===== src/verilog/lsu_pkg.sv =====
package lsu_pkg;

    // datapath and address width
    localparam int xlen = 32;

    // destination register number
    localparam int reg_addr_w = 5;

    typedef enum logic [3:0] {
        op_alu   = 4'd0,
        op_ld_b  = 4'd1,
        op_ld_bu = 4'd2,
        op_ld_h  = 4'd3,
        op_ld_hu = 4'd4,
        op_ld_w  = 4'd5,
        op_st_b  = 4'd6,
        op_st_h  = 4'd7,
        op_st_w  = 4'd8
    } lsu_op_e;

    function automatic logic is_load(lsu_op_e op);
        return (op == op_ld_b) || (op == op_ld_bu) || (op == op_ld_h) ||
               (op == op_ld_hu) || (op == op_ld_w);
    endfunction

    function automatic logic is_store(lsu_op_e op);
        return (op == op_st_b) || (op == op_st_h) || (op == op_st_w);
    endfunction

    // halfword and word accesses need natural alignment
    function automatic logic is_misaligned(lsu_op_e op, logic [1:0] low);
        return ((op == op_ld_h || op == op_ld_hu || op == op_st_h) && low[0]) ||
               ((op == op_ld_w || op == op_st_w) && (low != 2'b00));
    endfunction

endpackage


===== src/verilog/wb_stage.sv =====
`timescale 1ns/1ps

module wb_stage (
    input  logic                          clk,
    input  logic                          resetn,
    // from MEM
    input  logic                          mem_to_wb_valid,
    output logic                          wb_allowin,
    input  logic [lsu_pkg::xlen-1:0]      mem_pc,
    input  logic [lsu_pkg::reg_addr_w-1:0] mem_rd,
    input  logic                          mem_we,
    input  logic [lsu_pkg::xlen-1:0]      mem_wdata,
    input  logic                          mem_excp_ale,
    // retire port
    input  logic                          retire_ready,
    output logic                          retire_valid,
    output logic [lsu_pkg::xlen-1:0]      retire_pc,
    output logic [lsu_pkg::reg_addr_w-1:0] retire_rd,
    output logic                          retire_we,
    output logic [lsu_pkg::xlen-1:0]      retire_wdata,
    output logic                          retire_excp_ale
);

    logic wb_valid;

    // nothing to wait for here besides the consumer
    assign wb_allowin   = ~wb_valid | retire_ready;
    assign retire_valid = wb_valid;

    always_ff @(posedge clk) begin
        if (!resetn) begin
            wb_valid <= 1'b0;
        end else if (wb_allowin) begin
            wb_valid <= mem_to_wb_valid;
        end
    end

    always_ff @(posedge clk) begin
        if (mem_to_wb_valid && wb_allowin) begin
            retire_pc       <= mem_pc;
            retire_rd       <= mem_rd;
            retire_we       <= mem_we;
            retire_wdata    <= mem_wdata;
            retire_excp_ale <= mem_excp_ale;
        end
    end

    a_retire_hold: assert property (@(posedge clk) disable iff (!resetn)
        retire_valid && !retire_ready |=> retire_valid &&
        $stable(retire_pc) && $stable(retire_rd) && $stable(retire_we) &&
        $stable(retire_wdata) && $stable(retire_excp_ale));

endmodule

===== config.mk =====
export PLATFORM = sky130hd
export DESIGN_NAME = wb_stage
export DESIGN_NICKNAME = d
export VERILOG_FILES = /design/src/verilog/lsu_pkg.sv /design/src/verilog/wb_stage.sv
export SDC_FILE = /design/constraint.sdc
export NUM_CORES = 1
export LEC_CHECK = 0
export BUFFER_PORTS_ARGS = -buffer_cell sky130_fd_sc_hd__buf_4
export CAP_MARGIN = 5
export CORE_AREA = 4 4 79 81
export CTS_BUF_LIST = sky130_fd_sc_hd__clkbuf_16
export DETAILED_ROUTE_END_ITERATION = 8
export DIE_AREA = 0 0 83 85
export PLACE_DENSITY = 0.77
export SYNTH_ARGS = -nofsm -noshare
export SYNTH_HDL_FRONTEND = slang
export SYNTH_SLANG_ARGS = --single-unit

===== constraint.sdc =====
create_clock -name clk -period 1.5 [get_ports clk]
set_input_delay 0.15 -clock clk [delete_from_list [all_inputs] [get_ports clk]]
set_output_delay 0.15 -clock clk [all_outputs]
set_load 0.05 [all_outputs]

After elaboration in Yosys (flattened, before gate mapping)
Index checks and enable logic that the tools add are counted.
- word-level logic and storage cells: 9
- output and inout port bits: 73
- bits in registers: 72
- input port bits: 75
- bitwise operators: 2
- reduce and logical (&&, ||, !) cells: 1
- operators by type and width (cell ; number):
    1-bit logical AND ; 1
    1-bit NOT ; 1
    1-bit bitwise OR ; 1

Depth between registers and ports, before layout
- depth after elaboration: 3
- depth in mapped cells: 2

Least setup slack after synthesis
Ideal clock, no wire load.
- kind: reg-to-reg
- start point: register wb_valid (netlist: retire_valid)
- end point: register retire_excp_ale (enable)
- slack: -257 ps
- arrival: 1378 ps
- cell stages (with the launch flop): 3
- period minus slack after synthesis: 1757 ps
- required time: 1121 ps
- cell sequence: dfxtp_1 -> nand2b_4 -> and2_4
- cells in the longest elaborated chain, start to end: 3
- ends and longest elaborated chain (item ; RTL line ; RTL):
    start, declared ; wb_stage.sv:24 ; logic wb_valid;
    start signal, assigned ; wb_stage.sv:34 ; wb_valid <= mem_to_wb_valid;
    1-bit NOT ; wb_stage.sv:27 ; assign wb_allowin = ~wb_valid | retire_ready;
    1-bit bitwise OR ; wb_stage.sv:27 ;
    named net wb_allowin ; wb_stage.sv:8 ; output logic wb_allowin,
    1-bit logical AND ; wb_stage.sv:39 ; if (mem_to_wb_valid && wb_allowin) begin
    end signal, assigned ; wb_stage.sv:44 ; retire_excp_ale <= mem_excp_ale;
    end, declared ; wb_stage.sv:21 ; output logic retire_excp_ale
The timed path passes the listed nets, and every way through them passes these cells.
A chain may end at the register's enable or synchronous reset.

Final worst setup path
- start point: register wb_valid (netlist: retire_valid)
- end point: register retire_wdata[11] (netlist bit) (enable)
- cells in the longest elaborated chain, start to end: 3
- ends and longest elaborated chain (item ; RTL line ; RTL):
    1-bit NOT ; wb_stage.sv:27 ;
    1-bit bitwise OR ; wb_stage.sv:27 ;
    1-bit logical AND ; wb_stage.sv:39 ;
    end signal, assigned ; wb_stage.sv:43 ; retire_wdata <= mem_wdata;
    end, declared ; wb_stage.sv:20 ; output logic [lsu_pkg::xlen-1:0] retire_wdata,
Every way passes these cells.

==> results.json <==
{
  "status": "finished, final reports clean",
  "start_util_pct": 40.0,
  "synth_seq_area_share_pct": 98.3,
  "grt_overflow": 0,
  "drcViolationCount": 0,
  "r2r_slack_ns": 0.28,
  "track_usage_pct": 21.3,
  "criticalPathCategory": "flop to flop",
  "die_area_um2": 7060,
  "avgSynthCellArea_um2": 28.8,
  "clk_latency_ns": 0.32,
  "fill_cells": 297,
  "drive_gt1_share_pct": 55.2,
  "gp_congestion": 0.722,
  "clk_pin_slew_ns": 0.05,
  "multi_input_area_um2": 33.8,
  "final_cell_mix": "148 x buf_4, 71 x edfxtp_1, 65 x dlygate4sd3_1, 9 x clkbuf_16, 3 x clkinv_2",
  "cp_max_fo": 34,
  "placementRows": 27,
  "rsz0062_at_grt": "false",
  "setup_tns_ns": 0,
  "ir_worst_vdd_mv": 1.07,
  "cp_slowest_cell": "dfxtp_4",
  "antenna_found_initial": 0,
  "drv_slew": 0,
  "startpoint": "retire_valid$_SDFFE_PN0P_",
  "p_per_area_nw_per_um2": 1240,
  "avgRoutedWirePerCell_um": 20.3,
  "reg2reg_from": "retire_valid$_SDFFE_PN0P_",
  "cts_tree": "built",
  "max_cap_viol_count": 0,
  "cp-end-kind": "flop",
  "syn_area_um2": 2190,
  "fmax_ghz": 0.821,
  "numCtsBuffers": 9,
  "slew-limit-headroom_pct": 87.4,
  "cts_setup_buffers": 0,
  "ys_types": 6,
  "die_y_um": 85,
  "portBuffers": 147,
  "dieWidth_um": 83,
  "critPathRequiredTime_ns": 1.51,
  "leakagePower_nw": 1.86,
  "cts_sinks": 72,
  "setup_viol": 0,
  "ctsHtreeMaxLevel": 3,
  "dr.pass1.iters": 4,
  "ys_warn_count": 0,
  "period_share_pct": 81.2,
  "finalHoldViolCount": 0,
  "postRouteAntennaNets": 0,
  "synth_fp_nets": 151,
  "via_per_inst": 4.46,
  "final_common_cell": "buf_4",
  "utilization_pct": 79.9,
  "critPathLaunchType": "flop",
  "syn_inst": 76,
  "grt_first_pass_wirelength_um": 10900,
  "cp_cell_sequence": "nand2b_4 -> and2_4 -> buf_12",
  "area_delta_synth_final_pct": 99.7,
  "num_antenna_cells": 0,
  "clockBufferDepth": 2,
  "root_buffer": "clkbuf_16",
  "core-area_um2": 5470,
  "cp.arrival_ns": 1.23,
  "drt_wl_total_um": 7670,
  "io_pins": 148,
  "grt_max_degree": 35,
  "first_iter_violations": 143,
  "critPathMaxStageDelay_ns": 0.35,
  "min-delay-start": "mem_wdata[2]",
  "vias": 1687,
  "fin_crit_ns": 1.22,
  "seq_area_um2": 2160,
  "worst_pin_slew_ns": 0.189,
  "fin_nets": 377,
  "finalClockSkew_ns": 0.00806,
  "holdCritPathClass": "primary input to flop",
  "ys_ff_latch": 72,
  "grt_pass1_vias": 1795
}
-- report_power, final --
part	internal (mW)	total [mW]	leakage [nW]	switching, mW
clock	1.27	2.05	0.141	0.778
sequential	2.35	2.40	0.696	0.0427
combinational	0.390	0.965	1.02	0.575
-- synthesized netlist by cell type --
cell type / instances / area share [%]
a21boi_2: 1 / 0.51
and2_4: 1 / 0.40
dfxtp_1: 1 / 0.91
edfxtp_1: 71 / 97
inv_1: 1 / 0.17
nand2b_4: 1 / 0.63
-- cell families (layout without fill, tap and decap cells) --
group                  Yosys count  in the layout  share of synthesized area, %
AOI/OAI and AO/OA                1              1                         0.514
buffers and inverters            1            231                         0.171
DFF                             72             72                          98.3
and+or+nand+nor                  2              2                          1.03
-- metal layers --
| metal | routed length, um | up-vias | track usage (%) |
|---|---|---|---|
| met1 | 2910 | 807 | 24.3 |
| met5 | 0 | - | 0 |
| met4 | 163 | 0 | 7.73 |
| met3 | 616 | 10 | 7.86 |
| met2 | 3990 | 113 | 36.9 |
| li1 | - | 757 | - |
-- area by class of cell --
cell class / count / area share (%)
flip-flops and latches: 72 / 49.3
clock inverters: 6 / 1.40
inverters: 1 / 0.0859
clock buffers: 9 / 5.15
multi-input cells: 3 / 0.773
repair buffers: 215 / 41.2
well taps: 72 / 2.06
-- registers in the layout, indices dropped and copies added (netlist names) --
| register | flops |
|---|---|
| retire_valid | 1 |
| retire_pc | 32 |
| retire_wdata | 32 |
| retire_rd | 5 |
| retire_excp_ale | 1 |
| retire_we | 1 |
-- final timing paths --
kind | cells after the start | end
min reg2reg | 2 | retire_valid$_SDFFE_PN0P_
min | 1 | retire_wdata[2]$_DFFE_PP_
max reg2reg | 3 | retire_wdata[11]$_DFFE_PP_
max | 3 | retire_wdata[11]$_DFFE_PP_
-- per-stage QoR --
step	setup WS (ns)	total power, mW	std cells	hold WS [ns]	instance area, um2
after CTS	0.283	5.36	370	0.0000823	4290
final	0.282	5.41	378	0.0122	4370
after global placement	0.307	3.22	298	0.328	3430
after detailed placement	0.291	3.23	298	0.329	3430
after floorplan	-0.0916	2.88	76	0.249	2190
after global routing	0.241	5.59	378	-0.000723	4370
-- timing repair --
item / in CTS / in global routing
endpoints found under the hold margin: 57 / 8
resized for setup: 0 / 0
setup endpoints to repair: 0 / 0
hold buffers: 57 / 8
-- worst max-delay path, delay by kind of cell, from the launching register on --
family,cells,cell delay [ns]
flops,1,0.35
simple gates,2,0.32
buf+inv,1,0.24
No activity file was read; power rests on OpenSTA's default activity.
