===== config.mk =====
export PLATFORM = sky130hd
export DESIGN_NAME = mem_stage
export DESIGN_NICKNAME = d
export VERILOG_FILES = /design/src/verilog/lsu_pkg.sv /design/src/verilog/mem_stage.sv
export SDC_FILE = /design/constraint.sdc
export NUM_CORES = 1
export LEC_CHECK = 0
export BUFFER_PORTS_ARGS = -buffer_cell sky130_fd_sc_hd__buf_2
export CORE_MARGIN = 5
export CORE_UTILIZATION = 40
export CTS_CLUSTER_DIAMETER = 150
export DETAILED_ROUTE_END_ITERATION = 10
export GPL_ROUTABILITY_DRIVEN = 0
export PLACE_DENSITY_LB_ADDON = 0.3
export SLEW_MARGIN = 20
export SYNTH_ARGS = -nofsm -noshare
export SYNTH_HDL_FRONTEND = slang
export SYNTH_SLANG_ARGS = --single-unit
export TNS_END_PERCENT = 1

===== constraint.sdc =====
create_clock -name clk -period 5.96 [get_ports clk]
set_input_delay 0.894 -clock clk [delete_from_list [all_inputs] [get_ports clk]]
set_output_delay 0.894 -clock clk [all_outputs]
set_load 0.03 [all_outputs]

===== src/verilog/lsu_pkg.sv =====
package lsu_pkg;

    // datapath and address width
    localparam int xlen = 32;

    // destination register number
    localparam int reg_addr_w = 5;

    typedef enum logic [3:0] {
        op_alu   = 4'd0,
        op_ld_b  = 4'd1,
        op_ld_bu = 4'd2,
        op_ld_h  = 4'd3,
        op_ld_hu = 4'd4,
        op_ld_w  = 4'd5,
        op_st_b  = 4'd6,
        op_st_h  = 4'd7,
        op_st_w  = 4'd8
    } lsu_op_e;

    function automatic logic is_load(lsu_op_e op);
        return (op == op_ld_b) || (op == op_ld_bu) || (op == op_ld_h) ||
               (op == op_ld_hu) || (op == op_ld_w);
    endfunction

    function automatic logic is_store(lsu_op_e op);
        return (op == op_st_b) || (op == op_st_h) || (op == op_st_w);
    endfunction

    // halfword and word accesses need natural alignment
    function automatic logic is_misaligned(lsu_op_e op, logic [1:0] low);
        return ((op == op_ld_h || op == op_ld_hu || op == op_st_h) && low[0]) ||
               ((op == op_ld_w || op == op_st_w) && (low != 2'b00));
    endfunction

endpackage


===== src/verilog/mem_stage.sv =====
`timescale 1ns/1ps

module mem_stage (
    input  logic                          clk,
    input  logic                          resetn,
    // from EX
    input  logic                          ex_to_mem_valid,
    output logic                          mem_allowin,
    input  logic [lsu_pkg::xlen-1:0]      ex_pc,
    input  lsu_pkg::lsu_op_e              ex_op,
    input  logic [lsu_pkg::reg_addr_w-1:0] ex_rd,
    input  logic [lsu_pkg::xlen-1:0]      ex_result,
    input  logic                          ex_req,
    input  logic                          ex_excp_ale,
    // data memory response
    input  logic                          data_ok,
    input  logic [lsu_pkg::xlen-1:0]      data_rdata,
    // to WB
    input  logic                          wb_allowin,
    output logic                          mem_to_wb_valid,
    output logic [lsu_pkg::xlen-1:0]      mem_pc,
    output logic [lsu_pkg::reg_addr_w-1:0] mem_rd,
    output logic                          mem_we,
    output logic [lsu_pkg::xlen-1:0]      mem_wdata,
    output logic                          mem_excp_ale
);

    logic                      mem_valid;
    logic                      mem_ready_go;
    lsu_pkg::lsu_op_e          op_q;
    logic [lsu_pkg::xlen-1:0]  result_q;
    logic                      req_q;
    logic                      got_resp;
    logic [lsu_pkg::xlen-1:0]  hold_rdata;
    logic [lsu_pkg::xlen-1:0]  rdata;
    logic [lsu_pkg::xlen-1:0]  shift_rdata;
    logic [lsu_pkg::xlen-1:0]  load_val;

    assign mem_ready_go    = ~req_q | got_resp | data_ok;
    assign mem_allowin     = ~mem_valid | (mem_ready_go & wb_allowin);
    assign mem_to_wb_valid = mem_valid & mem_ready_go;

    always_ff @(posedge clk) begin
        if (!resetn) begin
            mem_valid <= 1'b0;
        end else if (mem_allowin) begin
            mem_valid <= ex_to_mem_valid;
        end
    end

    always_ff @(posedge clk) begin
        if (ex_to_mem_valid && mem_allowin) begin
            mem_pc       <= ex_pc;
            op_q         <= ex_op;
            mem_rd       <= ex_rd;
            result_q     <= ex_result;
            req_q        <= ex_req;
            mem_excp_ale <= ex_excp_ale;
        end
    end

    // keep the response while WB stalls us
    always_ff @(posedge clk) begin
        if (!resetn) begin
            got_resp <= 1'b0;
        end else if (mem_allowin) begin
            got_resp <= 1'b0;
        end else if (data_ok) begin
            got_resp <= 1'b1;
        end
    end

    always_ff @(posedge clk) begin
        if (data_ok && !got_resp) begin
            hold_rdata <= data_rdata;
        end
    end

    assign rdata       = got_resp ? hold_rdata : data_rdata;
    assign shift_rdata = rdata >> {result_q[1:0], 3'b000};

    always_comb begin
        case (op_q)
            lsu_pkg::op_ld_b:  load_val = {{24{shift_rdata[7]}}, shift_rdata[7:0]};
            lsu_pkg::op_ld_bu: load_val = {24'b0, shift_rdata[7:0]};
            lsu_pkg::op_ld_h:  load_val = {{16{shift_rdata[15]}}, shift_rdata[15:0]};
            lsu_pkg::op_ld_hu: load_val = {16'b0, shift_rdata[15:0]};
            default:           load_val = shift_rdata;
        endcase
    end

    // faulting ops carry the bad address as data
    assign mem_wdata = (lsu_pkg::is_load(op_q) && !mem_excp_ale) ? load_val : result_q;
    assign mem_we    = ~mem_excp_ale & ((op_q == lsu_pkg::op_alu) | lsu_pkg::is_load(op_q));

    a_resp_only_when_waiting: assert property (@(posedge clk) disable iff (!resetn)
        data_ok |-> mem_valid && req_q && !got_resp);

endmodule


* Word level (Yosys, flattened, before mapping)
Cells that the tools add are included.
Cells by class: shift operators 1, reduce and logical (&&, ||, !) cells 11, magnitude comparators 0, equal/unequal tests 5, div/mod/pow operators 0, muxes and demuxes 3, $add $sub $neg 0, bitwise gates (word level) 11, $mul 0
Operators with widths (number):
- one-hot mux 32 bit (4 select lines) | 1
- two-way mux 32 bit | 2
- >> shifter 32 x 5 -> 32 bit | 1
- equality test 4 x 2 -> 1 bit, second input constant | 2
- equality test 4 x 3 -> 1 bit, second input constant | 2
- equality test 4 x 1 -> 1 bit, second input constant | 1
- logical NOT 4 bit | 1
- logical OR 1 bit | 4
- inverter 1 bit | 4
- OR 1 bit | 4
- AND 1 bit | 3
- logical AND 1 bit | 3
- logical NOT 1 bit | 2
- OR reduction 2 bit | 1
Storage, ports and cells: memory bits (read-only) 0, output and inout bits 73, latch bits 0, logic and storage cells 40, flip-flop bits (word level) 109, memories kept 0, bits in writable memories 0

* Longest topological paths before layout
depth after elaboration 7, gate-level depth with buffers 7, mapped depth without buffers 4

* Worst setup path after synthesis
Ideal clock, no wire load.
path kind in2reg, from input port data_ok, to register mem_excp_ale (enable), arrival time 4.716 ns, buffers on the path 0, path slack 0.711 ns, data required time 5.427 ns, stages 3, cells stage by stage or3b_2 nand2_1 a21oi_1
Between the ends: word-level cells in the longest chain between the ends 4
RTL lines:
- start: declaration | line mem_stage.sv:16 | input logic data_ok,
- OR 1 bit | line mem_stage.sv:39 | assign mem_ready_go = ~req_q | got_resp | data_ok;
- AND 1 bit | line mem_stage.sv:40 | assign mem_allowin = ~mem_valid | (mem_ready_go & wb_allowin);
- OR 1 bit | line mem_stage.sv:40
- logical AND 1 bit | line mem_stage.sv:52 | if (ex_to_mem_valid && mem_allowin) begin
- end signal: assignment | line mem_stage.sv:58 | mem_excp_ale <= ex_excp_ale;
- end: declaration | line mem_stage.sv:25 | output logic mem_excp_ale
No other way between the ends. A chain may end at the register's enable or synchronous reset.

* Worst setup path in the final report
from register result_q[0] (netlist bit), to output port mem_wdata[26] (netlist bit)
Between the ends: word-level cells in the longest chain between the ends 3
RTL lines:
- start: declaration | line mem_stage.sv:31 | logic [lsu_pkg::xlen-1:0] result_q;
- start signal: assignment | line mem_stage.sv:56 | result_q <= ex_result;
- >> shifter 32 x 5 -> 32 bit | line mem_stage.sv:80 | assign shift_rdata = rdata >> {result_q[1:0], 3'b000};
- one-hot mux 32 bit (4 select lines) | line mem_stage.sv:83 | case (op_q)
- two-way mux 32 bit | line mem_stage.sv:93 | assign mem_wdata = (lsu_pkg::is_load(op_q) && !mem_excp_ale) ? load_val : result_q;
- end: declaration | line mem_stage.sv:24 | output logic [lsu_pkg::xlen-1:0] mem_wdata,
No other way between the ends.

==> flow_metrics.tcl <==
set metrics [dict create \
    status "finished, final reports clean" \
    synthAdderAreaFrac_pct 0 \
    wirelength_um 12320 \
    cts-resized-gates 0 \
    post_route_cells_drive_above_1_share_pct 53.78 \
    grt_antenna_before_repair 0 \
    power_switching_w 0.0005003 \
    preCtsSetupSlack_ns 2.007 \
    synth.mux.area_fraction_pct 14.79 \
    postSynthCellCount 303 \
    synthSimpleGateAreaFrac_pct 6.675 \
    setup_viol 0 \
    track_usage_pct 17.43 \
    std_cell_rows 40 \
    tritoncts_num_sinks 109 \
    met2WireLength_um 6184 \
    min-delay-path-class "flop to flop" \
    finalHoldViolCount 0 \
    seqPwrFrac_pct 51.0 \
    cts.htree.levels 3 \
    ir_worst_vdd_v 0.0002528 \
    required_ns 5.07 \
    drc_errors 0 \
    ctsLongestPathBuffers 2 \
    post_synthesis_cell_type_with_the_largest_combined_area "edfxtp_1" \
    synth_area_per_cell_sq_um 15.77 \
    drt_pre_antenna_iters 4 \
    sequential_to_total_area_share_from_yosys_stat_pct 68.06 \
    synth.distinct_cells 36 \
    clockRootBuffer "clkbuf_16" \
    met3RoutedLength_um 1209 \
    min_period_over_period_pct 69.35 \
    achievable-frequency_ghz 0.2419 \
    worst-setup-path-type "flop to primary output" \
    diodes 0 \
    post-cts-setup-buffer-count 0 \
    timing.critical_path.arrival_ns 3.24 \
    postSynthRegisterBits 109 \
    top_layer_used "met4" \
    power.static_leakage_nw 2.413 \
    post_drt_wl_per_cell_um 19.37 \
    worst_slew_pin_slew_ns 0.9404 \
    core_area_sq_um 11860 \
    ctsHoldBuffers 0 \
    power_density_nw_per_um2 294.0 \
    first_global_vias 3469 \
    drt-initial-drc-count 215 \
    share_comb_of_total_power_pct 16.0 \
    p_int_w 0.001297 \
    detail_route.vias_per_cell 5.186 \
    startpoint_type_of_the_worst_setup_path "flop" \
    tns_ns 0 \
    period_needed_ns 4.133 \
    pin_count_of_the_biggest_net_entering_global_routing 76 \
    final_hpwl_dp_um 9373 \
    critical_path.max_fanout 17 \
    clkPwrFrac_pct 32.9 \
    die_area_sq_um 14230 \
    drt.antenna.violating_nets 0 \
    mappedNetlistArea_sq_um 4780 \
    post_synth_main_area_contributors "edfxtp_1 (67%), mux4_2 (7.5%), mux2_2 (4.9%)" \
    synth-xor-area-share_pct 0.1832 \
    slew_viol_final 0 \
    synth_top_family_by_area "multiplexers" \
    layout_setup_ws_ns 1.827 \
    detail_route.wirelength.met1_um 4725 \
    sw_frac_of_total_pct 27.84 \
    finish.net_count 596 \
    timing.slew.headroom_pct 37.30 \
    synth_top_area_share_pct 67.23 \
    initial_utilization_pct 40.30 \
    tritoncts_clock_tree "yes" \
    synth_compound_area_share_pct 7.801 \
    vias 3298 \
    synth_nets 415 \
    dieHeight_um 119.3 \
    clk_pin_slew_worst_paths_ns 0.07 \
    total_of_buffers_placed_on_input_and_output_ports 184 \
    dieWidth_um 119.3 \
    io_pins 185 \
    synth-warning-count 0 \
    max_cap_violations 0 \
    rsz0062_at_grt "no" \
    cp-end-kind "primary output" \
    area_growth_pct 27.88 \
    clock_insertion_delay_worst_skew_ns 0.35 \
    timing.clock.skew_ns 0.006986 \
    grt.overflow.total 0 \
    numCtsBuffers 9 \
    grt_first_pass_wirelength_um 18720 \
]
[worst paths after layout]
| path | slack [ns] | depth (start not counted) | start | to |
|---|---|---|---|---|
| setup / recovery | 1.83 | 5 | result_q[0] | mem_wdata[26] |
| hold / removal | 0.52 | 2 | mem_valid | got_resp |
| setup reg to reg | 3.44 | 5 | got_resp | result_q[14] |
| hold reg to reg | 0.52 | 2 | mem_valid | got_resp |
[through the flow]
stage / area (sq um) / hold WS [ns] / total power (W) / std cells / util [%]
2_1_floorplan: 4780 / 0.6660 / 0.001119 / 303 / -
3_3_place_gp: 5814 / 0.5032 / 0.001220 / 620 / 49.02
3_5_place_dp: 5814 / 0.5225 / 0.001226 / 620 / 49.02
4_1_cts: 6111 / 0.5337 / 0.001822 / 636 / 51.52
5_1_grt: 6112 / 0.5678 / 0.001879 / 636 / 51.53
6_report: 6112 / 0.5237 / 0.001797 / 636 / 51.53
[synthesized netlist by cell type]
master / number
a211oi_1: 1
a21boi_0: 1
a21o_1: 1
a21oi_1: 4
a21oi_2: 8
a22o_1: 1
a22oi_1: 6
a311oi_2: 1
a31oi_1: 14
a31oi_2: 3
and2_1: 2
buf_1: 1
buf_2: 2
buf_4: 3
buf_6: 4
clkbuf_1: 7
dfxtp_1: 2
edfxtp_1: 107
inv_1: 3
mux2_2: 21
mux2i_1: 11
mux4_2: 16
nand2_1: 26
nand2b_1: 2
nand3_1: 2
nand4_1: 1
nor2_1: 28
nor2b_1: 2
nor3_1: 2
o21ai_0: 10
o31a_1: 1
o31ai_1: 1
or2_2: 6
or3_1: 1
or3b_2: 1
xnor2_1: 1
[layout by cell type, fill, tap and decap left out, types with 2 or more instances in the layout]
cell type  synthesis  final
buf_2              2    184
edfxtp_1         107    107
nor2_1            28     28
nand2_1           26     26
mux2_2            21     21
mux4_2            16     16
a31oi_1           14     14
mux2i_1           11     11
o21ai_0           10     10
clkbuf_16          0      9
a21oi_2            8      8
a22oi_1            6      6
or2_2              6      6
inv_1              3      3
a31oi_2            3      3
a21oi_1            4      3
inv_8              0      3
buf_4              3      3
and2_1             2      2
nand2b_1           2      2
nand3_1            2      2
nor3_1             2      2
[layout make-up]
cell class                      instances  area, sq um
Clock inverter                          7        71.32
Inverter                                3        11.26
Sequential cell                       109         3254
Clock buffer                            9        225.2
Multi-Input combinational cell        174         1423
Fill cell                            1013         5749
Tap cell                              147        183.9
Timing Repair Buffer                  187        943.4
[sequential cells by signal (all words and copies together), names as in the netlist]
| register | count |
|---|---|
| mem_excp_ale | 1 |
| result_q | 32 |
| mem_valid | 1 |
| req_q | 1 |
| hold_rdata | 32 |
| op_q | 4 |
| mem_pc | 32 |
| mem_rd | 5 |
| got_resp | 1 |
[cells by family after synthesis]
logic type | after synthesis
buffers and inverters | 20
muxes | 48
AOI/OAI and AO/OA | 52
DFF | 109
xor gates and xnor gates | 1
and+or+nand+nor | 73
[power groups by stage]
stage / sequential (W) / combinational (W) / clock (W)
6_report: 0.000917 / 0.000288 / 0.000592
4_1_cts: 0.000918 / 0.000292 / 0.000612
5_1_grt: 0.000922 / 0.000310 / 0.000647
3_5_place_dp: 0.000935 / 0.000291 / 0
3_3_place_gp: 0.000933 / 0.000288 / 0
2_1_floorplan: 0.000962 / 0.000157 / 0
[worst max-delay path, cell delays in order, from the launching register on]
cell and delay [ns]:
edfxtp_1 0.84, nor2b_1 0.50, a22o_1 0.26, nand4_1 0.62, a31oi_1 0.42, buf_2 0.24
[per-layer routing]
metal  GRT usage [%]  vias to the layer above
met5               0                        -
met3           7.312                       16
met4           5.583                        0
met1           20.04                     1587
met2           29.53                      150
li1                -                     1545
Power figures use the tool's default switching activity.
