`src/verilog/lsu_pkg.sv`:
```
package lsu_pkg;

    // datapath and address width
    localparam int xlen = 32;

    // destination register number
    localparam int reg_addr_w = 5;

    typedef enum logic [3:0] {
        op_alu   = 4'd0,
        op_ld_b  = 4'd1,
        op_ld_bu = 4'd2,
        op_ld_h  = 4'd3,
        op_ld_hu = 4'd4,
        op_ld_w  = 4'd5,
        op_st_b  = 4'd6,
        op_st_h  = 4'd7,
        op_st_w  = 4'd8
    } lsu_op_e;

    function automatic logic is_load(lsu_op_e op);
        return (op == op_ld_b) || (op == op_ld_bu) || (op == op_ld_h) ||
               (op == op_ld_hu) || (op == op_ld_w);
    endfunction

    function automatic logic is_store(lsu_op_e op);
        return (op == op_st_b) || (op == op_st_h) || (op == op_st_w);
    endfunction

    // halfword and word accesses need natural alignment
    function automatic logic is_misaligned(lsu_op_e op, logic [1:0] low);
        return ((op == op_ld_h || op == op_ld_hu || op == op_st_h) && low[0]) ||
               ((op == op_ld_w || op == op_st_w) && (low != 2'b00));
    endfunction

endpackage

```
`src/verilog/ex_stage.sv`:
```
`timescale 1ns/1ps

module ex_stage (
    input  logic                          clk,
    input  logic                          resetn,
    // from the issue side
    input  logic                          in_valid,
    output logic                          in_ready,
    input  lsu_pkg::lsu_op_e              in_op,
    input  logic [lsu_pkg::xlen-1:0]      in_pc,
    input  logic [lsu_pkg::xlen-1:0]      in_base,
    input  logic [lsu_pkg::xlen-1:0]      in_offset,
    input  logic [lsu_pkg::xlen-1:0]      in_wdata,
    input  logic [lsu_pkg::reg_addr_w-1:0] in_rd,
    // to MEM
    input  logic                          mem_allowin,
    output logic                          ex_to_mem_valid,
    output logic [lsu_pkg::xlen-1:0]      ex_pc,
    output lsu_pkg::lsu_op_e              ex_op,
    output logic [lsu_pkg::reg_addr_w-1:0] ex_rd,
    output logic [lsu_pkg::xlen-1:0]      ex_result,
    output logic                          ex_req,
    output logic                          ex_excp_ale,
    // data memory request
    output logic                          data_req,
    output logic                          data_wr,
    output logic [3:0]                    data_wstrb,
    output logic [lsu_pkg::xlen-1:0]      data_addr,
    output logic [lsu_pkg::xlen-1:0]      data_wdata,
    input  logic                          data_addr_ok
);

    logic                      ex_valid;
    logic                      ex_ready_go;
    logic [lsu_pkg::xlen-1:0]  base_q;
    logic [lsu_pkg::xlen-1:0]  offset_q;
    logic [lsu_pkg::xlen-1:0]  wdata_q;
    logic [lsu_pkg::xlen-1:0]  addr;
    logic                      mem_op;
    logic                      ale;

    assign in_ready        = ~ex_valid | (ex_ready_go & mem_allowin);
    assign ex_to_mem_valid = ex_valid & ex_ready_go;

    always_ff @(posedge clk) begin
        if (!resetn) begin
            ex_valid <= 1'b0;
        end else if (in_ready) begin
            ex_valid <= in_valid;
        end
    end

    always_ff @(posedge clk) begin
        if (in_valid && in_ready) begin
            ex_op    <= in_op;
            ex_pc    <= in_pc;
            ex_rd    <= in_rd;
            base_q   <= in_base;
            offset_q <= in_offset;
            wdata_q  <= in_wdata;
        end
    end

    assign addr   = base_q + offset_q;
    assign mem_op = lsu_pkg::is_load(ex_op) | lsu_pkg::is_store(ex_op);
    assign ale    = mem_op & lsu_pkg::is_misaligned(ex_op, addr[1:0]);

    // request only when MEM can take the instruction in the same cycle
    assign data_req    = ex_valid & mem_op & ~ale & mem_allowin;
    assign ex_ready_go = ~mem_op | ale | (data_req & data_addr_ok);

    assign ex_req      = mem_op & ~ale;
    assign ex_excp_ale = ale;
    assign ex_result   = mem_op ? addr : base_q;
    assign data_wr     = lsu_pkg::is_store(ex_op);
    assign data_addr   = addr;

    // lane replication and byte strobes, little endian
    always_comb begin
        case (ex_op)
            lsu_pkg::op_st_b: begin
                data_wstrb = 4'b0001 << addr[1:0];
                data_wdata = {4{wdata_q[7:0]}};
            end
            lsu_pkg::op_st_h: begin
                data_wstrb = addr[1] ? 4'b1100 : 4'b0011;
                data_wdata = {2{wdata_q[15:0]}};
            end
            lsu_pkg::op_st_w: begin
                data_wstrb = 4'b1111;
                data_wdata = wdata_q;
            end
            default: begin
                data_wstrb = 4'b0000;
                data_wdata = wdata_q;
            end
        endcase
    end

    // a waiting request keeps its address and data until accepted
    a_req_held_until_accepted: assert property (@(posedge clk) disable iff (!resetn)
        data_req && !data_addr_ok |=> data_req && $stable(data_addr) &&
        $stable(data_wdata) && $stable(data_wr));

endmodule

```
`config.mk`:
```
export PLATFORM = sky130hd
export DESIGN_NAME = ex_stage
export DESIGN_NICKNAME = d
export VERILOG_FILES = /design/src/verilog/lsu_pkg.sv /design/src/verilog/ex_stage.sv
export SDC_FILE = /design/constraint.sdc
export NUM_CORES = 1
export LEC_CHECK = 0
export BUFFER_PORTS_ARGS = -buffer_cell sky130_fd_sc_hd__buf_2
export CAP_MARGIN = 20
export CORE_MARGIN = 1
export CORE_UTILIZATION = 44
export DETAILED_ROUTE_END_ITERATION = 7
export PLACE_DENSITY = 0.84
export SYNTH_ARGS = -nofsm -noshare
export SYNTH_HDL_FRONTEND = slang
export SYNTH_SLANG_ARGS = --single-unit
```
`constraint.sdc`:
```
create_clock -name clk -period 8.37 [get_ports clk]
set_input_delay 1.674 -clock clk [delete_from_list [all_inputs] [get_ports clk]]
set_output_delay 1.674 -clock clk [all_outputs]
set_load 0.03 [all_outputs]
```
### After elaboration in Yosys (flattened, before gate mapping)

Cells that the tools add are included.

| storage, ports and cells | value |
|---|---|
| flip-flop bits (word level) | 138 |
| input bits | 142 |
| output and inout port bits | 147 |
| logic and storage cells | 50 |

| cells by class | value |
|---|---|
| add/sub/neg operators | 1 |
| eq/ne operators | 8 |
| shifts and indexed selects | 1 |
| mux-type cells | 4 |
| bitwise logic cells | 15 |
| reductions and logical operators | 14 |

Operator list:

| operator | count |
|---|---|
| one-hot mux 32 bit (2 select lines) | 1 |
| adder 32 bit | 1 |
| 2-to-1 mux 32 bit | 1 |
| equality test 4 x 3 -> 1 bit (second input constant) | 4 |
| one-hot mux 4 bit (3 select lines) | 1 |
| logical OR 1 bit | 10 |
| bitwise AND 1 bit | 8 |
| equality test 4 x 2 -> 1 bit (second input constant) | 2 |
| equality test 4 x 1 -> 1 bit (second input constant) | 1 |
| equality test 4 bit (second input constant) | 1 |
| 2-to-1 mux 4 bit | 1 |
| OR 1 bit | 4 |
| left shift 1 x 2 -> 4 bit (first input constant) | 1 |
| logical AND 1 bit | 3 |
| inverter 1 bit | 3 |
| nonzero test 2 bit | 1 |

### Longest topological paths before layout

Gate-level depths: netlist of the first run.

| depth | value |
|---|---|
| depth in word-level cells | 15 |
| mapped depth | 11 |
| gate-level depth less buffers | 11 |

### Worst setup path before layout of the first run

OpenSTA, ideal clock, no wires.

| timing | value |
|---|---|
| kind | register to register |
| from | reg ex_op[0] |
| to | reg base_q[0] (netlist name) (enable) |
| setup time | 0.679 ns |
| arrival | 8.940 ns |
| data required time | 7.691 ns |
| setup slack | -1.249 ns |
| cell stages (with the launch flop) | 6 |
| buffers on the path | 1 |
| clock period less this slack | 9.619 ns |
| cell sequence | edfxtp_1 > buf_1 > inv_1 > o32ai_1 > o31ai_1 > a21oi_1 |

| between the ends | value |
|---|---|
| cells in the longest elaborated chain, start to end | 15 |
| elaborated cells on any way between the ends | 33 |
| those cells by class | eq/ne: 8; bitwise: 12; reduce/logical: 13 |

Ends and longest elaborated chain:

| element | line | RTL |
|---|---|---|
| start, declared | ex_stage.sv:19 | `output lsu_pkg::lsu_op_e ex_op,` |
| start signal, assigned | ex_stage.sv:55 | `ex_op <= in_op;` |
| equality test 4 x 1 -> 1 bit or equality test 4 x 2 -> 1 bit (tied branches) | lsu_pkg.sv:22 | `return (op == op_ld_b) \|\| (op == op_ld_bu) \|\| (op == op_ld_h) \|\|` |
| logical OR 1 bit (3 in series) | lsu_pkg.sv:22 |  |
| logical OR 1 bit | lsu_pkg.sv:23 | `(op == op_ld_hu) \|\| (op == op_ld_w);` |
| OR 1 bit | ex_stage.sv:65 | `assign mem_op = lsu_pkg::is_load(ex_op) \| lsu_pkg::is_store(ex_op);` |
| bitwise AND 1 bit * | ex_stage.sv:66 | `assign ale = mem_op & lsu_pkg::is_misaligned(ex_op, addr[1:0]);` |
| named net ex_excp_ale | ex_stage.sv:23 | `output logic ex_excp_ale,` |
| inverter 1 bit | ex_stage.sv:69 | `assign data_req = ex_valid & mem_op & ~ale & mem_allowin;` |
| bitwise AND 1 bit (2 in series) | ex_stage.sv:69 |  |
| bitwise AND 1 bit | ex_stage.sv:70 | `assign ex_ready_go = ~mem_op \| ale \| (data_req & data_addr_ok);` |
| OR 1 bit * | ex_stage.sv:70 |  |
| bitwise AND 1 bit * | ex_stage.sv:42 | `assign in_ready = ~ex_valid \| (ex_ready_go & mem_allowin);` |
| OR 1 bit * | ex_stage.sv:42 |  |
| logical AND 1 bit * | ex_stage.sv:54 | `if (in_valid && in_ready) begin` |
| end signal, assigned | ex_stage.sv:58 | `base_q <= in_base;` |
| end, declared | ex_stage.sv:35 | `logic [lsu_pkg::xlen-1:0] base_q;` |

The timed path passes the listed nets; every way through them passes the cells marked *.
A chain may end at the register's enable or synchronous reset.

### Worst setup path in the final report of the first run

| timing | value |
|---|---|
| from | reg base_q[0] (netlist name) |
| to | out ex_result[24] (netlist name) |

| between the ends | value |
|---|---|
| cells in the longest elaborated chain, start to end | 2 |

Ends and longest elaborated chain:

| element | line | RTL |
|---|---|---|
| adder 32 bit | ex_stage.sv:64 | `assign addr = base_q + offset_q;` |
| 2-to-1 mux 32 bit | ex_stage.sv:74 | `assign ex_result = mem_op ? addr : base_q;` |
| end, declared | ex_stage.sv:21 | `output logic [lsu_pkg::xlen-1:0] ex_result,` |

No other way between the ends.

==> flow_metrics.env, run 1 <==
export IMPL_critical_path_class="flop to primary output"
export IMPL_startpoint_type="flop"
export IMPL_cts_buffers=17
export IMPL_start_util_pct=44.95
export IMPL_period_minus_slack_ns=5.172
export IMPL_vias=5417
export IMPL_vdd_drop_max_mv=0.1700
export IMPL_synth_area_top_cells="edfxtp_1, ha_1, nand2_1, mux2_2, xnor2_1"
export IMPL_ctsHoldBuffers=0
export IMPL_drive_gt1_share_pct=44.03
export IMPL_rsz0062_at_grt="no"
export IMPL_pwr_density_cell_mw_per_mm2=245.6
export IMPL_max_cap_violations=0
export IMPL_drc=0
export IMPL_ant_nets=0
export IMPL_ios=289
export IMPL_cts_tree="done"
export IMPL_tightest_slew_ns=1.138
export IMPL_finalMaxSlewViolations=0
export IMPL_finClkSkew_ns=0.01449
export IMPL_htreeDepth=4
export IMPL_clkTransAtPathRegs_ns=0.07
export IMPL_required_ns=6.70
export IMPL_drt_pass1_iter_count=5
export IMPL_io_buffers=288
export IMPL_synth_area_leader_cell="edfxtp_1"
export IMPL_synth_top_area_share_pct=60.21
export IMPL_floorplan_core_area_mm2=0.01520
export IMPL_dpl_cell_area_mm2=0.008429
export IMPL_cts_buffer_depth=2
export IMPL_clk_latency_ns=0.42
export IMPL_dp_hpwl_mm=14.60
export IMPL_yosysMostFrequentCell="edfxtp_1"
export IMPL_hold_ws_ns=0.6326
export IMPL_crit_fanout=4
export IMPL_synth_async_reset_ratio_pct=0
export IMPL_synth_area_mux_share_pct=5.786
export IMPL_die_h_um=126.6
export IMPL_synthTopCellsByCount="edfxtp_1, nand2_1, a21oi_1"
export IMPL_synthCells=539
export IMPL_first_global_vias=5482
export IMPL_root_buffer="clkbuf_16"
export IMPL_status="finished clean"
export IMPL_end_kind="primary output"
export IMPL_wirelength_mm=19.27
export IMPL_synthXorXnorAreaFrac_pct=4.230
export IMPL_die_area_mm2=0.01603
export IMPL_nets=999
export IMPL_pre_cts_ws_ns=3.709
export IMPL_gr_total_overflow=0
export IMPL_whs_path_depth=2
export IMPL_max_freq_ghz=0.1934
export IMPL_antenna_found_initial=0
export IMPL_ys_flop_type="edfxtp_1"
export IMPL_gp_congestion=0.9236
export IMPL_syn_area_mm2=0.006833
export IMPL_drt_iter0_markers=384
export IMPL_p_leak_nw=4.007
export IMPL_post_cts_resize_count=0
export IMPL_hold_path_class="flop to flop"
export IMPL_setup_viol=0
export IMPL_grt_usage_pct=23.94
export IMPL_clock_sinks=138
export IMPL_wl_per_cell_um=18.76
export IMPL_min_period_over_period_pct=61.79
export IMPL_synth_cell_type_count=58
export IMPL_fin_setup_tns_ns=0
export IMPL_slew_limit_headroom_pct=24.17
export IMPL_reg2reg_depth=6
export IMPL_fin_area_mm2=0.009070
export IMPL_fin_ws_ns=3.198
export IMPL_grt_start_max_net_pins=92
export IMPL_synth_fa_ha_area_share_pct=5.970
export IMPL_grt_first_pass_wirelength_mm=28.39
export IMPL_synth_compound_area_share_pct=11.37
export IMPL_syn2layout_area_growth_pct=32.74
export IMPL_utilization_pct=59.66
export IMPL_synth_area_per_cell_um2=12.68
export IMPL_ys_ff_latch=138
export IMPL_fp_row_count=45
export IMPL_synth_nets=713
export IMPL_viasPerCell=5.275
export IMPL_post_cts_buffers=0
export IMPL_synth_seq_area_share_pct=60.50
export IMPL_synth_simple_gate_area_share_pct=9.156
export IMPL_synth_enable_flop_cells=137
export IMPL_die_w_um=126.6
export IMPL_cp_arrival_ns=3.50
export IMPL_hold_violations=0
export IMPL_ys_warn_count=0
export IMPL_synth_top_family_by_area="compound AO/OA/AOI/OAI gates"
-- critical path: stages, from the launching register on --
cell	delay [ns]
edfxtp_1	0.38
ha_1	0.19
inv_1	0.06
fa_1	0.39
and2b_2	0.26
o21bai_4	0.07
a21oi_4	0.23
o2111ai_1	0.20
a31oi_1	0.47
a31oi_1	0.19
xnor2_1	0.18
mux2_2	0.28
buf_2	0.18
-- cells by family (layout without fill, tap and decap cells) --
family	after synthesis	in the layout
simple gates	140	140
flops	138	138
compound gates	116	116
buf+inv	44	343
mux	36	36
xor+xnor	33	33
fa+ha+maj	32	32
other cells	0	1
-- layout make-up --
class / instances / area, um2
Fill cell: 1215 / 6132
Multi-Input combinational cell: 357 / 2521
Clock inverter: 15 / 201.4
Timing Repair Buffer: 293 / 1483
Sequential cell: 138 / 4134
Tap cell: 188 / 235.2
Antenna cell: 1 / 2.502
Inverter: 18 / 67.56
Clock buffer: 17 / 425.4
-- power breakdown --
part	internal, mW	leakage, nW	switching (mW)
logic	0.188	2.37	0.410
registers	0.813	1.33	0.0220
clock network	0.458	0.306	0.337
-- registers in the layout, indices dropped and copies added, names as in the netlist --
name	count
base_q	32
ex_op	4
ex_pc	32
ex_rd	5
ex_valid	1
offset_q	32
wdata_q	32
-- layer usage --
metal	track usage, %	routed length (um)	vias up
met5	0	0	-
met4	10.06	525	0
met3	7.887	1692	41
met2	43.06	10060	260
met1	25.78	6985	2555
li1	-	-	2561
-- worst paths after layout --
kind / from / to / slack, ns
setup / recovery: base_q[0]$_DFFE_PP_ / ex_result[24] / 3.20
hold / removal: ex_valid$_SDFFE_PN0P_ / ex_valid$_SDFFE_PN0P_ / 0.63
setup reg to reg: ex_op[0]$_DFFE_PP_ / base_q[6]$_DFFE_PP_ / 4.32
hold reg to reg: ex_valid$_SDFFE_PN0P_ / ex_valid$_SDFFE_PN0P_ / 0.63
-- placed cells by master, fill, tap and decap left out, drive strengths merged, types with 2 or more instances in the layout --
| cell | Yosys | layout |
|---|---|---|
| nand2 | 87 | 87 |
| xnor2 | 20 | 20 |
| xor2 | 13 | 13 |
| ha | 31 | 31 |
| a21o | 9 | 9 |
| o31ai | 5 | 5 |
| a211oi | 2 | 2 |
| o21bai | 4 | 4 |
| o211ai | 4 | 4 |
| nor2 | 20 | 20 |
| nor3 | 3 | 3 |
| o21a | 4 | 4 |
| nand4 | 8 | 8 |
| edfxtp | 137 | 137 |
| nand2b | 4 | 4 |
| clkinv | 0 | 5 |
| clkbuf | 11 | 17 |
| mux2i | 8 | 8 |
| mux2 | 28 | 28 |
| nor2b | 2 | 2 |
| a21boi | 3 | 3 |
| buf | 15 | 293 |
| a31oi | 4 | 4 |
| inv | 18 | 26 |
| o21ai | 32 | 32 |
| nand3 | 6 | 6 |
| and2 | 5 | 5 |
| bufinv | 0 | 2 |
| o2111ai | 3 | 3 |
| a21oi | 34 | 34 |
-- stage by stage --
step	std cells	power, mW
6_report	1027	2.228
4_1_cts	1025	2.238
5_1_grt	1026	2.304
3_3_place_gp	993	1.436
2_1_floorplan	539	1.266
3_5_place_dp	993	1.445
(Power assumes the default switching activity.)
==> inputs of run 2 (changes only) <==
Clock period 8.37 ns to 4.65 ns, I/O delays scaled along.
==> run 2 against run 1 <==
Routed wire length grew 1.1%. First-iteration DRC count is 13% lower. Global-route usage increased by 0.34 points.
==> flow_metrics.env, run 2 (synthesis gave the netlist of run 1 again) <==
export IMPL_status="finished clean"
export IMPL_cts_buffer_depth=2
export IMPL_clk_latency_ns=0.42
export IMPL_hold_ws_ns=0.5597
export IMPL_pwr_share_seq_pct=38.7
export IMPL_grt_first_pass_wirelength_mm=28.83
export IMPL_r2r_start="ex_op[0]$_DFFE_PP_"
export IMPL_pwr_share_comb_pct=28.1
export IMPL_max_freq_ghz=0.2332
export IMPL_drt_iter0_markers=333
export IMPL_cts_tree="done"
export IMPL_internal_power_mw=2.513
export IMPL_min_period_over_period_pct=92.21
export IMPL_pwr_density_cell_mw_per_mm2=428.2
export IMPL_swShare_pct=35.25
export IMPL_startpoint_type="flop"
export IMPL_die_w_um=126.6
export IMPL_ant_nets=0
export IMPL_finClkSkew_ns=0.01277
export IMPL_dp_hpwl_mm=14.54
export IMPL_grt_use_met3_pct=8.688
export IMPL_p_leak_nw=3.994
export IMPL_critical_path_class="flop to primary output"
export IMPL_max_cap_violations=0
export IMPL_antenna_found_initial=4
export IMPL_viasPerCell=5.330
export IMPL_dpl_cell_area_mm2=0.008493
export IMPL_die_h_um=126.6
export IMPL_fin_area_mm2=0.009062
export IMPL_clock_sinks=138
export IMPL_cp_arrival_ns=3.36
export IMPL_mostFrequentLayoutCells="buf_2, edfxtp_1, nand2_1, a21oi_1, ha_1"
export IMPL_io_buffers=288
export IMPL_reg2reg_to="ex_rd[3]$_DFFE_PP_"
export IMPL_post_cts_resize_count=0
export IMPL_finalMaxSlewViolations=0
export IMPL_grt_start_max_net_pins=73
export IMPL_grt_usage_pct=24.29
export IMPL_floorplan_core_area_mm2=0.01520
export IMPL_setup_viol=0
export IMPL_startpoint="base_q[4]$_DFFE_PP_"
export IMPL_fin_setup_tns_ns=0
export IMPL_drt_pass1_iter_count=5
export IMPL_drc=0
export IMPL_critical_path_endpoint="ex_result[31]"
export IMPL_tightest_slew_ns=0.8584
export IMPL_rsz0062_at_grt="no"
export IMPL_grt_util_met2_pct=43.32
export IMPL_gp_congestion=0.8871
export IMPL_use_met1_pct=25.80
export IMPL_multiInputGateArea_mm2=0.002545
export IMPL_power_switching_mw=1.368
export IMPL_ios=289
export IMPL_register_area_mm2=0.004134
export IMPL_root_buffer="clkbuf_16"
export IMPL_ctsHoldBuffers=0
export IMPL_ff2ff_setup_slack_ns=1.46
export IMPL_wl_per_cell_um=18.89
export IMPL_reg2reg_depth=6
export IMPL_hold_path_class="flop to flop"
export IMPL_fp_row_count=45
export IMPL_wirelength_mm=19.48
export IMPL_first_global_vias=5518
export IMPL_slew_limit_headroom_pct=42.33
export IMPL_end_kind="primary output"
export IMPL_clkTransAtPathRegs_ns=0.07
export IMPL_vdd_drop_max_mv=0.2897
export IMPL_final_common_cell="buf_2"
export IMPL_required_ns=3.72
export IMPL_cts_buffers=17
export IMPL_busiest_layer="met2"
export IMPL_start_util_pct=44.95
export IMPL_crit_fanout=3
export IMPL_syn2layout_area_growth_pct=32.63
export IMPL_period_minus_slack_ns=4.288
export IMPL_hold_violations=0
export IMPL_vias=5495
export IMPL_gr_total_overflow=0
export IMPL_drive_gt1_share_pct=44.46
export IMPL_power_total_mw=3.881
export IMPL_fillCellCount=1221
export IMPL_post_cts_buffers=0
export IMPL_clkPwrFrac_pct=33.2
export IMPL_htreeDepth=4
export IMPL_die_area_mm2=0.01603
export IMPL_nets=1000
[run 2: cell types whose count changed in the layout (fill, tap and decap cells not counted), sizes merged]
cell,before,now
diode,1,4
bufinv,2,0
inv,26,28
buf,293,294
[run 2: worst min path at each step]
| stage | slack (ns) | to | startpoint | cells after the start |
|---|---|---|---|---|
| 2_1_floorplan | 0.75 | ex_valid$_SDFFE_PN0P_ | ex_valid$_SDFFE_PN0P_ | 2 |
| 3_3_place_gp | 0.55 | ex_valid$_SDFFE_PN0P_ | ex_valid$_SDFFE_PN0P_ | 2 |
| 3_5_place_dp | 0.56 | ex_valid$_SDFFE_PN0P_ | ex_valid$_SDFFE_PN0P_ | 2 |
| 4_1_cts | 0.57 | ex_valid$_SDFFE_PN0P_ | ex_valid$_SDFFE_PN0P_ | 2 |
| 5_1_grt | 0.59 | ex_valid$_SDFFE_PN0P_ | ex_valid$_SDFFE_PN0P_ | 2 |
| 6_report | 0.56 | ex_valid$_SDFFE_PN0P_ | ex_valid$_SDFFE_PN0P_ | 2 |
[run 2: cell type report]
cell class                 instances  share of cell area (%)
sequential                       138                   45.62
timing repair buffer             294                   16.68
inverter                          18                  0.7455
clock buffer                      17                   4.694
tap                              188                   2.596
antenna                            4                  0.1105
clock inverter                    15                   1.477
multi-input combinational        357                   28.08
[run 2: routing by layer]
metal / routed length, um / up-vias
met5: 0 / -
met3: 1755 / 30
met1: 7233 / 2592
met4: 492 / 0
met2: 9995 / 298
li1: - / 2575
[run 2: critical path, stage by stage (launching register included)]
cell	delay [ns]
edfxtp_1	0.42
ha_1	0.36
a21oi_1	0.37
o22ai_1	0.16
o2111ai_1	0.22
nand4_1	0.25
o2111ai_1	0.40
a21oi_1	0.14
nor3b_2	0.23
xor2_1	0.17
buf_2	0.22
[run 2: power by group through the flow]
stage               clock (mW)  combinational (mW)  sequential [mW]
global route              1.34                1.16             1.51
CTS                       1.31                1.09             1.50
floorplan                    0               0.714             1.56
detailed placement           0                1.08             1.53
global placement             0                1.07             1.52
finish                    1.29                1.09             1.50
[run 2: per-stage QoR]
stage          std cells  setup slack (ns)  utilization [%]
2_1_floorplan        539           0.01795                -
3_5_place_dp         995            0.7618            55.87
5_1_grt             1031            0.1701            59.61
4_1_cts             1027            0.2849            59.55
6_report            1031            0.3622            59.61
3_3_place_gp         995            0.8713            55.87
